--- config.mk ---
export PLATFORM = sky130hd
export DESIGN_NAME = timer_top
export DESIGN_NICKNAME = d
export VERILOG_FILES = /design/src/design/timer_pkg.sv /design/src/design/timer_top.sv /design/src/design/countdown_ctrl.sv /design/src/design/min_sec_counter.sv /design/src/design/hour_counter.sv
export SDC_FILE = /design/constraint.sdc
export NUM_CORES = 1
export LEC_CHECK = 0
export ABC_AREA = 1
export BUFFER_PORTS_ARGS = -buffer_cell sky130_fd_sc_hd__buf_2
export CORE_ASPECT_RATIO = 0.8
export CORE_MARGIN = 5
export CORE_UTILIZATION = 53
export CTS_CLUSTER_SIZE = 20
export DETAILED_ROUTE_END_ITERATION = 10
export PLACE_DENSITY = 0.77
export SYNTH_ARGS = -nofsm -noshare
export SYNTH_HDL_FRONTEND = slang
export SYNTH_SLANG_ARGS = --single-unit
export TNS_END_PERCENT = 20
--- constraint.sdc ---
create_clock -name clk -period 2.43 [get_ports clk]
set_input_delay 0.243 -clock clk [delete_from_list [all_inputs] [get_ports clk]]
set_output_delay 0.243 -clock clk [all_outputs]
set_load 0.005 [all_outputs]
--- src/design/timer_pkg.sv ---
package timer_pkg;

	// ==============================
	// field select codes
	// ==============================

	// codes outside 8..10 select no field
	typedef enum logic [3:0] {
		FIELD_SEC  = 4'd8,
		FIELD_MIN  = 4'd9,
		FIELD_HOUR = 4'd10
	} field_sel_t;

	// ==============================
	// time as BCD digit pairs
	// ==============================

	// each member holds tens in [7:4] and ones in [3:0]
	typedef struct packed {
		logic [7:0] hour_bcd;
		logic [7:0] min_bcd;
		logic [7:0] sec_bcd;
	} time_bcd_t;

	typedef enum logic [1:0] {
		ST_IDLE = 2'd0,
		ST_RUN  = 2'd1,
		ST_DONE = 2'd2
	} ctrl_state_t;

	// ==============================
	// limits and prescaler
	// ==============================

	localparam logic [4:0] HOUR_MAX   = 5'd23;
	localparam logic [5:0] MINSEC_MAX = 6'd59;

	// kept small so a countdown finishes in a short simulation
	localparam int TICKS_PER_SEC = 4;
	localparam int PRESC_W       = (TICKS_PER_SEC > 1) ? $clog2(TICKS_PER_SEC) : 1;
	localparam logic [PRESC_W-1:0] PRESC_LAST = PRESC_W'(TICKS_PER_SEC - 1);

	// tens/ones split of a binary value below 60
	function automatic logic [7:0] to_bcd(input logic [5:0] value);
		logic [3:0] tens;
		logic [3:0] ones;
		tens = 4'(value / 6'd10);
		ones = 4'(value % 6'd10);
		return {tens, ones};
	endfunction

endpackage
--- src/design/timer_top.sv ---
`timescale 1ns/1ps

module timer_top
	import timer_pkg::*;
(
	input  logic       clk,
	input  logic       reset,
	input  field_sel_t field,
	input  logic       up,
	input  logic       down,
	input  logic       start,
	input  logic       clear,
	output time_bcd_t  time_out,
	output logic       running,
	output logic       done
);

	logic dec_sec;
	logic adj_en;
	logic sec_borrow;
	logic min_borrow;

	// ==============================
	// time fields
	// ==============================

	min_sec_counter #(.SELECT(FIELD_SEC)) sec_counter_inst (
		.clk       (clk),
		.reset     (reset),
		.field     (field),
		.up        (up),
		.down      (down),
		.adj_en    (adj_en),
		.dec       (dec_sec),
		.value_bcd (time_out.sec_bcd),
		.borrow    (sec_borrow)
	);

	min_sec_counter #(.SELECT(FIELD_MIN)) min_counter_inst (
		.clk       (clk),
		.reset     (reset),
		.field     (field),
		.up        (up),
		.down      (down),
		.adj_en    (adj_en),
		.dec       (sec_borrow), // seconds wrapped below zero
		.value_bcd (time_out.min_bcd),
		.borrow    (min_borrow)
	);

	hour_counter hour_counter_inst (
		.clk      (clk),
		.reset    (reset),
		.field    (field),
		.up       (up),
		.down     (down),
		.adj_en   (adj_en),
		.dec      (min_borrow),
		.hour_bcd (time_out.hour_bcd)
	);

	// ==============================
	// countdown control
	// ==============================

	countdown_ctrl countdown_ctrl_inst (
		.clk     (clk),
		.reset   (reset),
		.start   (start),
		.clear   (clear),
		.time_in (time_out),
		.dec_sec (dec_sec),
		.adj_en  (adj_en),
		.running (running),
		.done    (done)
	);

endmodule

--- src/design/countdown_ctrl.sv ---
`timescale 1ns/1ps

module countdown_ctrl
	import timer_pkg::*;
(
	input  logic      clk,
	input  logic      reset,
	input  logic      start,
	input  logic      clear,
	input  time_bcd_t time_in,
	output logic      dec_sec,
	output logic      adj_en,
	output logic      running,
	output logic      done
);

	ctrl_state_t        state;
	ctrl_state_t        state_next;
	logic [PRESC_W-1:0] presc;
	logic               time_zero;
	logic               tick_point;

	assign time_zero  = (time_in == '0);
	assign tick_point = (presc == PRESC_LAST);

	// ==============================
	// state machine
	// ==============================

	always_ff @(posedge clk or posedge reset) begin
		if (reset) begin
			state <= ST_IDLE;
		end else begin
			state <= state_next;
		end
	end

	always_comb begin
		state_next = state;
		if (clear) begin
			state_next = ST_IDLE;
		end else begin
			case (state)
				ST_IDLE: if (start) state_next = ST_RUN;
				ST_RUN:  if (time_zero) state_next = ST_DONE; // zero wins over a pending tick
				ST_DONE: state_next = ST_DONE; // held until clear
				default: state_next = ST_IDLE;
			endcase
		end
	end

	// ==============================
	// one-second prescaler
	// ==============================

	always_ff @(posedge clk or posedge reset) begin
		if (reset) begin
			presc <= '0;
		end else if ((state != ST_RUN) || tick_point) begin // idle keeps it at zero for start
			presc <= '0;
		end else begin
			presc <= presc + 1'b1;
		end
	end

	assign dec_sec = (state == ST_RUN) && tick_point && !time_zero && !clear;

	assign running = (state == ST_RUN);
	assign done    = (state == ST_DONE);
	assign adj_en  = (state != ST_RUN); // fields are frozen while counting down

endmodule

--- src/design/min_sec_counter.sv ---
`timescale 1ns/1ps

module min_sec_counter
	import timer_pkg::*;
#(
	parameter field_sel_t SELECT = FIELD_SEC
)
(
	input  logic       clk,
	input  logic       reset,
	input  field_sel_t field,
	input  logic       up,
	input  logic       down,
	input  logic       adj_en,
	input  logic       dec,
	output logic [7:0] value_bcd,
	output logic       borrow
);

	logic [5:0] count;
	logic [5:0] count_next;
	logic       selected;
	logic       at_zero;

	assign selected = adj_en && (field == SELECT);
	assign at_zero  = (count == '0);

	// the next field up takes one off in the same cycle
	assign borrow = dec && at_zero;

	// ==============================
	// field register
	// ==============================

	always_ff @(posedge clk or posedge reset) begin
		if (reset) begin
			count <= '0;
		end else begin
			count <= count_next;
		end
	end

	always_comb begin
		count_next = count;
		if (selected) begin
			if (up) begin
				if (count >= MINSEC_MAX) begin
					count_next = '0;
				end else begin
					count_next = count + 6'd1;
				end
			end else if (down) begin
				if (at_zero) begin
					count_next = MINSEC_MAX;
				end else begin
					count_next = count - 6'd1;
				end
			end
		end else if (dec) begin
			if (at_zero) begin // reload and pass the borrow on
				count_next = MINSEC_MAX;
			end else begin
				count_next = count - 6'd1;
			end
		end
	end

	// ==============================
	// BCD output
	// ==============================

	assign value_bcd = to_bcd(count);

endmodule

--- src/design/hour_counter.sv ---
`timescale 1ns/1ps

module hour_counter
	import timer_pkg::*;
(
	input  logic       clk,
	input  logic       reset,
	input  field_sel_t field,
	input  logic       up,
	input  logic       down,
	input  logic       adj_en,
	input  logic       dec,
	output logic [7:0] hour_bcd
);

	logic [4:0] count;
	logic [4:0] count_next;
	logic       selected;

	assign selected = adj_en && (field == FIELD_HOUR);

	// ==============================
	// hour register
	// ==============================

	always_ff @(posedge clk or posedge reset) begin
		if (reset) begin
			count <= '0;
		end else begin
			count <= count_next;
		end
	end

	always_comb begin
		count_next = count;
		if (selected) begin
			if (up) begin
				if (count >= HOUR_MAX) begin // wrap 23 back to 00
					count_next = '0;
				end else begin
					count_next = count + 5'd1;
				end
			end else if (down) begin
				if (count == '0) begin
					count_next = HOUR_MAX;
				end else begin
					count_next = count - 5'd1;
				end
			end
		end else if (dec && (count != '0)) begin // hours are the top of the chain and never wrap
			count_next = count - 5'd1;
		end
	end

	// ==============================
	// BCD output
	// ==============================

	assign hour_bcd = to_bcd({1'b0, count});

endmodule

==> results of run 1 <==
[worst max path at each step]
stage / startpoint / to / slack, ns / depth (start not counted)
after floorplan: hour_counter_inst.count[1] / min_counter_inst.count[1] / 0.16 / 18
after global placement: hour_counter_inst.count[3] / min_counter_inst.count[3] / 0.10 / 17
after detailed placement: hour_counter_inst.count[3] / min_counter_inst.count[0] / -0.02 / 17
after CTS: min_counter_inst.count[3] / time_out[11] / 0.01 / 12
after global routing: hour_counter_inst.count[3] / hour_counter_inst.count[2] / -0.11 / 18
final: min_counter_inst.count[3] / time_out[10] / 0.05 / 10
[state kept, by name, indices dropped and copies added (netlist names)]
register and count:
hour_counter_inst.count 5, min_counter_inst.count 6, sec_counter_inst.count 6, countdown_ctrl_inst.state 2
countdown_ctrl_inst.presc 2
[area by class of cell]
| class | instances | area, sq um | area share |
|---|---|---|---|
| inverters | 61 | 234 | 0.0701 |
| well taps | 62 | 77.6 | 0.0232 |
| repair buffers | 59 | 369 | 0.111 |
| multi-input cells | 297 | 2080 | 0.624 |
| clock buffers | 3 | 41.3 | 0.0124 |
| flip-flops and latches | 21 | 528 | 0.158 |
| clock inverters | 1 | 5.00 | 0.00150 |
[repair_timing]
| item | CTS | global route |
|---|---|---|
| pin swaps | 0 | 17 |
| hold endpoints to repair | 0 | 0 |
| gates resized for setup | 1 | 53 |
| cloned | 0 | 1 |
| setup endpoints to repair | 2 | 23 |
| setup buffers | 0 | 7 |
[cell usage after synthesis, types with 2 or more instances]
library cell / number
a21oi_1: 8
nand2_2: 21
inv_2: 10
nor2_2: 3
xnor2_1: 4
o21ai_0: 20
nand4_1: 7
a21oi_2: 2
o211ai_1: 2
o32ai_1: 2
a21o_1: 2
nor3_1: 6
o21ai_2: 9
dfrtp_1: 21
nand2_4: 5
nand3_2: 4
nand3_1: 32
xor2_1: 15
buf_4: 9
ha_1: 27
nand2_1: 71
buf_6: 2
nor2_1: 32
inv_1: 51
o21ai_1: 3
nand4_2: 2
[logic make-up after synthesis]
| group | count (synthesis) | synth area share |
|---|---|---|
| adder cells (fa/ha/maj) | 27 | 0.125 |
| other | 1 | 0.00139 |
| buffers and inverters | 74 | 0.122 |
| AND/OR/NAND/NOR | 188 | 0.345 |
| XOR/XNOR | 19 | 0.0617 |
| multiplexers | 1 | 0.00371 |
| AO/OA/AOI/OAI | 57 | 0.147 |
| flip-flops | 21 | 0.195 |
[through the flow]
stage / worst slack [ns] / utilization / hold slack, ns / std cells
global placement: 0.105 / 0.603 / 0.426 / 492
global route: -0.106 / 0.671 / 0.225 / 504
detailed placement: -0.0193 / 0.603 / 0.437 / 492
CTS: 0.0107 / 0.613 / 0.180 / 496
finish: 0.0523 / 0.671 / 0.145 / 504
floorplan: 0.161 / - / 0.220 / 391
[power by group]
group          switching, mW  internal [mW]
sequential             0.220          0.515
combinational           2.67           1.87
clock                  0.123          0.114
[layer usage]
layer | track usage | share of wire | vias up | wire length, um
met1 | 0.266 | 0.45 | 1259 | 3250
met4 | 0.0403 | 0.0098 | 0 | 71
met2 | 0.322 | 0.48 | 104 | 3440
li1 | - | - | 1354 | -
met3 | 0.0409 | 0.064 | 8 | 462
met5 | 0 | 0 | - | 0
[critical path, delay by kind of cell, from the launching register on]
family	cells	cell delay (ns)
adder cells (fa/ha/maj)	2	0.45
buffers and inverters	3	0.43
flip-flops	1	0.42
multiplexers	1	0.14
AND/OR/NAND/NOR	4	0.42
==> run_results.csv, run 1 <==
group,metric,value,unit
clock_tree,clk_pin_slew,0.08,ns
floorplanning,core,0.00498,sq mm
clock_tree,insertion_delay,0.26,ns
flow_run,drv_cap,0,
logic_synthesis,synth-async-reset-ratio,1.00,
floorplanning,die_w,89.8,um
logic_synthesis,synth_seq_cells,21,
logic_synthesis,avgSynthCellArea,6.95,sq um
layout,drive_gt1_frac,0.357,
layout,synthToLayoutAreaGrowth,23.7,%
clock_tree,numCtsBuffers,3,
logic_synthesis,synth.top_cells.by_area,"dfrtp_1, ha_1, nand2_1",
setup_path,r2r-end,"hour_counter_inst.count[2]",
timing,rsz0062_at_grt,"yes",
timing,slew_violations,0,
timing,fin_crit,2.38,ns
power,cellPowerDensity,1650,mW/mm^2
logic_synthesis,yosysWarnings,0,
logic_synthesis,syn_inst,388,
routing,viasPerCell,5.41,
layout,final_common_cell,"nand2_1",
layout,antenna_cells,0,
min_path,hp-class,"primary input to async pin",
timing,finalHoldViolations,0,
setup_path,crit_type,"flop to primary output",
clock_tree,clock_sinks,21,
layout,n_fill_cell,408,
setup_path,cp.required,2.19,ns
grt,overflow,0,
floorplanning,rows,23,
setup_path,endpoint_kind,"primary output",
floorplanning,die_area,0.00663,sq mm
power,peakVddDrop,1.61,mV
grt,track_usage,0.195,
place,numPortBuffers,31,
status,status,"finished clean",
setup_path,r2r_start,"hour_counter_inst.count[3]",
layout,nets,480,
clock_tree,holdBufCountCts,0,
grt,antenna_found_initial,0,
logic_synthesis,synth_top_area_frac,0.195,
timing,max_freq,0.421,GHz
grt,first_global_vias,2400,
logic_synthesis,ys_types,44,
place,routabilityCongestion,0.997,
grt,grt_max_degree,22,
routing,firstDrtPassIters,4,
logic_synthesis,synth-edff-count,0,
routing,routedWlPerCell,14.3,um
floorplanning,start_util,0.542,
setup_path,r2r_slack,0.07,ns
timing,tns,0,ns
timing,finalCritPeriodShare,0.978,
power,total_leakage_power,1.71,nW
power,totalPowerFinal,5.51,mW
layout,design_area,0.00334,sq mm
setup_path,cp-start-kind,"flop",
clock_tree,cts_tree,"yes",
logic_synthesis,seq_area_frac_synth,0.195,
grt,grt_pass1_wl,10800,um
logic_synthesis,ys.flop_type,"dfrtp_1",
place,placed_area,0.00300,sq mm
logic_synthesis,syn_area,0.00270,sq mm
floorplanning,io_pins,36,
place,hpwl,5150,um
logic_synthesis,yosys.area.top_type,"dfrtp_1",
routing,vias,2725,
setup_path,crit_path_max_incr_delay,0.42,ns
routing,drtIter0Drc,245,
setup_path,cp_common_cell,"nand3_4",
timing,slew_headroom,0.415,
setup_path,worstRegToRegCells,18,
layout,final_cell_mix,"nand2_1, inv_1, buf_2, nor2_1, buf_4",
setup_path,crit_path_cell_trace,"buf_4 > ha_1 > nand2_2 > nand3_4 > buf_6 > nand3_4 > and2_4 > ha_2 > mux2i_1 > buf_2",
routing,detail-route-antenna-nets,0,
setup_path,cp_slowest_cell,"dfrtp_1",
timing,setup_viol,0,
clock_tree,htree_num_levels,1,
routing,drc,0,
routing,drt-total-wl,7220,um
timing,fin_skew,0.00648,ns
clock_tree,cts_root_buf,"clkbuf_8",
clock_tree,cts_buffer_depth,2,
setup_path,cp.arrival,2.13,ns
floorplanning,die_h,73.8,um
timing,worstMarginPinSlew,0.876,ns
setup_path,crit_fanout,5,
Power figures use the tool's default switching activity.
==> inputs of run 2 (changes only) <==
Settings changed: ABC_AREA 1 to default, CELL_PAD_IN_SITES_DETAIL_PLACEMENT from default to 1, CELL_PAD_IN_SITES_GLOBAL_PLACEMENT from default to 1, CORE_UTILIZATION 53 to 39, CTS_CLUSTER_SIZE 20 to default, PLACE_DENSITY 0.77 to default, PLACE_DENSITY_LB_ADDON from default to 0.1.
==> run 2 against run 1 <==
  * Synthesized area is 5.6% higher
  * Fmax shrank 13%
  * Critical endpoint is now sec_counter_inst.count[1]
  * The flow now finishes with violations (setup timing)
  * Cell area grew 18%
  * Critical path type is now flop to flop
  * Via count increased by 20%
  * Clock skew up 0.0017 ns
==> run_results.csv, run 2 <==
group,metric,value,unit
logic_synthesis,ys_types,72,
routing,drc,0,
layout,design_area,0.00393,sq mm
logic_synthesis,yosys.area.top_type,"dfrtp_1",
setup_path,crit_fanout,6,
grt,first_global_vias,3259,
clock_tree,cts_buffer_depth,2,
timing,rsz0062_at_grt,"yes",
grt,antenna_found_initial,0,
status,status,"finished, violations left",
setup_path,critPathLaunch,"hour_counter_inst.count[0]",
floorplanning,rows,27,
setup_path,endpoint_kind,"flop",
flow_run,drv_cap,0,
layout,final_cell_mix,"buf_4, o21ai_0, buf_2, nand2_1",
logic_synthesis,yosysMostFrequentCell,"o21ai_0",
layout,drive_gt1_frac,0.395,
setup_path,cp.arrival,2.89,ns
routing,drtIter0Drc,163,
logic_synthesis,synthTopCellsByCount,"o21ai_0, ha_1, nand2_1",
routing,vias,3261,
floorplanning,core,0.00699,sq mm
place,routabilityCongestion,0.897,
setup_path,worstRegToRegCells,11,
logic_synthesis,syn_inst,379,
clock_tree,clock_sinks,21,
timing,max_freq,0.367,GHz
routing,drt-total-wl,10000,um
timing,finalHoldWorstSlack,0.127,ns
place,placed_area,0.00367,sq mm
timing,setup_ws,-0.293,ns
timing,slew_violations,0,
layout,final_common_cell,"buf_4",
timing,finalCritPeriodShare,1.12,
power,peakVddDrop,0.418,mV
clock_tree,cts_tree,"yes",
logic_synthesis,synth-edff-count,0,
logic_synthesis,ys.flop_type,"dfrtp_1",
floorplanning,start_util,0.407,
power,total_leakage_power,1.78,nW
logic_synthesis,yosysWarnings,0,
logic_synthesis,synth_top_area_frac,0.184,
layout,synthToLayoutAreaGrowth,38.0,%
status,violations,"setup timing",
logic_synthesis,syn_area,0.00285,sq mm
logic_synthesis,synth-async-reset-ratio,1.00,
logic_synthesis,synth_seq_cells,21,
floorplanning,die_area,0.00913,sq mm
power,cellPowerDensity,1200,mW/mm^2
timing,setup_viol,22,
routing,routedWlPerCell,17.8,um
timing,slew_headroom,0.382,
place,hpwl,7820,um
min_path,hp-class,"primary input to async pin",
place,numPortBuffers,31,
logic_synthesis,avgSynthCellArea,7.52,sq um
grt,grt_max_degree,22,
setup_path,endpoint,"sec_counter_inst.count[1]",
setup_path,r2r_slack,-0.29,ns
clock_tree,numCtsBuffers,3,
timing,fin_skew,0.00822,ns
setup_path,cp-start-kind,"flop",
power,totalPowerFinal,4.70,mW
setup_path,r2r_start,"hour_counter_inst.count[0]",
grt,track_usage,0.212,
floorplanning,die_w,106,um
clock_tree,htree_num_levels,1,
floorplanning,die_h,86.4,um
clock_tree,clk_pin_slew,0.10,ns
timing,fin_crit,2.72,ns
routing,viasPerCell,5.79,
grt,overflow,0,
timing,worstMarginPinSlew,0.918,ns
floorplanning,io_pins,36,
setup_path,crit_type,"flop to flop",
clock_tree,insertion_delay,0.27,ns
setup_path,cp.required,2.60,ns
timing,finalHoldViolations,0,
grt,grt_pass1_wl,16200,um
routing,detail-route-antenna-nets,0,
logic_synthesis,synth.top_cells.by_area,"dfrtp_1, ha_1, o21ai_0",
routing,firstDrtPassIters,5,
layout,antenna_cells,0,
clock_tree,cts_root_buf,"clkbuf_8",
logic_synthesis,seq_area_frac_synth,0.184,
setup_path,r2r-end,"sec_counter_inst.count[1]",
layout,nets,514,
layout,largestRegisters,"min_counter_inst.count x6, sec_counter_inst.count x6, hour_counter_inst.count x5",
==> run 2: changes by cell type in the layout (fill, tap and decap cells not counted), sizes merged, moves of 14 or more <==
| cell | previous run | this run |
|---|---|---|
| inv | 61 | 20 |
| nand3 | 36 | 19 |
| buf | 59 | 124 |
| nand2 | 98 | 25 |
| o21ai | 33 | 47 |
| xor2 | 15 | 1 |
==> run 2: timing repair <==
| item | 4_1_cts | 5_1_grt |
|---|---|---|
| endpoints found under the hold margin | 0 | 0 |
| buffers inserted | 2 | 2 |
| pin swaps | 10 | 9 |
| setup endpoints to repair | 26 | 26 |
| hold buffers | 0 | 0 |
| gates resized for setup | 32 | 20 |
==> run 2: critical path: stages (launching register included) <==
cell and delay (ns):
dfrtp_1 0.41, inv_4 0.08, ha_4 0.12, a211o_1 0.14, nand3_2 0.10, ha_4 0.19
nor2b_4 0.12, a41oi_2 0.13, or4b_4 0.52, o21ba_4 0.21, or2_4 0.29, mux2_4 0.30
==> run 2: cell type report <==
cell class / instances / area (sq um)
Clock buffer: 3 / 41.3
Clock inverter: 1 / 7.51
Fill cell: 874 / 3060
Inverter: 21 / 86.3
Multi-Input combinational cell: 306 / 2290
Sequential cell: 21 / 531
Tap cell: 87 / 109
Timing Repair Buffer: 124 / 872
==> run 2: cell families (layout without fill, tap and decap cells) <==
family	after synthesis	after routing	synth area share
AO/OA/AOI/OAI	135	135	0.316
multiplexers	12	12	0.0457
buffers and inverters	55	149	0.0874
XOR/XNOR	5	5	0.0154
flip-flops	21	21	0.184
AND/OR/NAND/NOR	123	123	0.231
adder cells (fa/ha/maj)	27	27	0.119
other	1	4	0.00132
==> run 2: report_power, final <==
part / internal (mW) / leakage [nW] / switching (mW)
clock: 0.116 / 0.0217 / 0.141
sequential: 0.482 / 0.258 / 0.131
combinational: 1.86 / 1.50 / 1.97
==> run 2: worst min path at each step <==
| stage | to | cells after the start | slack, ns |
|---|---|---|---|
| CTS | countdown_ctrl_inst.state[1] | 2 | 0.17 |
| detailed placement | countdown_ctrl_inst.presc[0] | 1 | 0.44 |
| floorplan | countdown_ctrl_inst.presc[0] | 1 | 0.22 |
| global placement | countdown_ctrl_inst.presc[0] | 1 | 0.43 |
| global route | countdown_ctrl_inst.state[1] | 2 | 0.20 |
| finish | countdown_ctrl_inst.state[1] | 2 | 0.13 |
==> run 2: through the flow <==
step	setup slack [ns]	instances	util	setup TNS, ns
floorplan	-0.470	382	-	-4.12
global placement	-0.347	555	0.525	-4.59
detailed placement	-0.449	555	0.525	-6.57
CTS	-0.281	561	0.552	-4.06
global route	-0.434	563	0.562	-6.67
finish	-0.293	563	0.562	-3.99
==> run 2: layer usage <==
layer | part of all wire | up-vias | wire, um | GRT usage
met4 | 0.0047 | 0 | 47 | 0.0200
met2 | 0.49 | 58 | 4940 | 0.378
met1 | 0.47 | 1619 | 4750 | 0.286
met3 | 0.030 | 4 | 301 | 0.0246
li1 | - | 1580 | - | -
met5 | 0 | - | 0 | 0
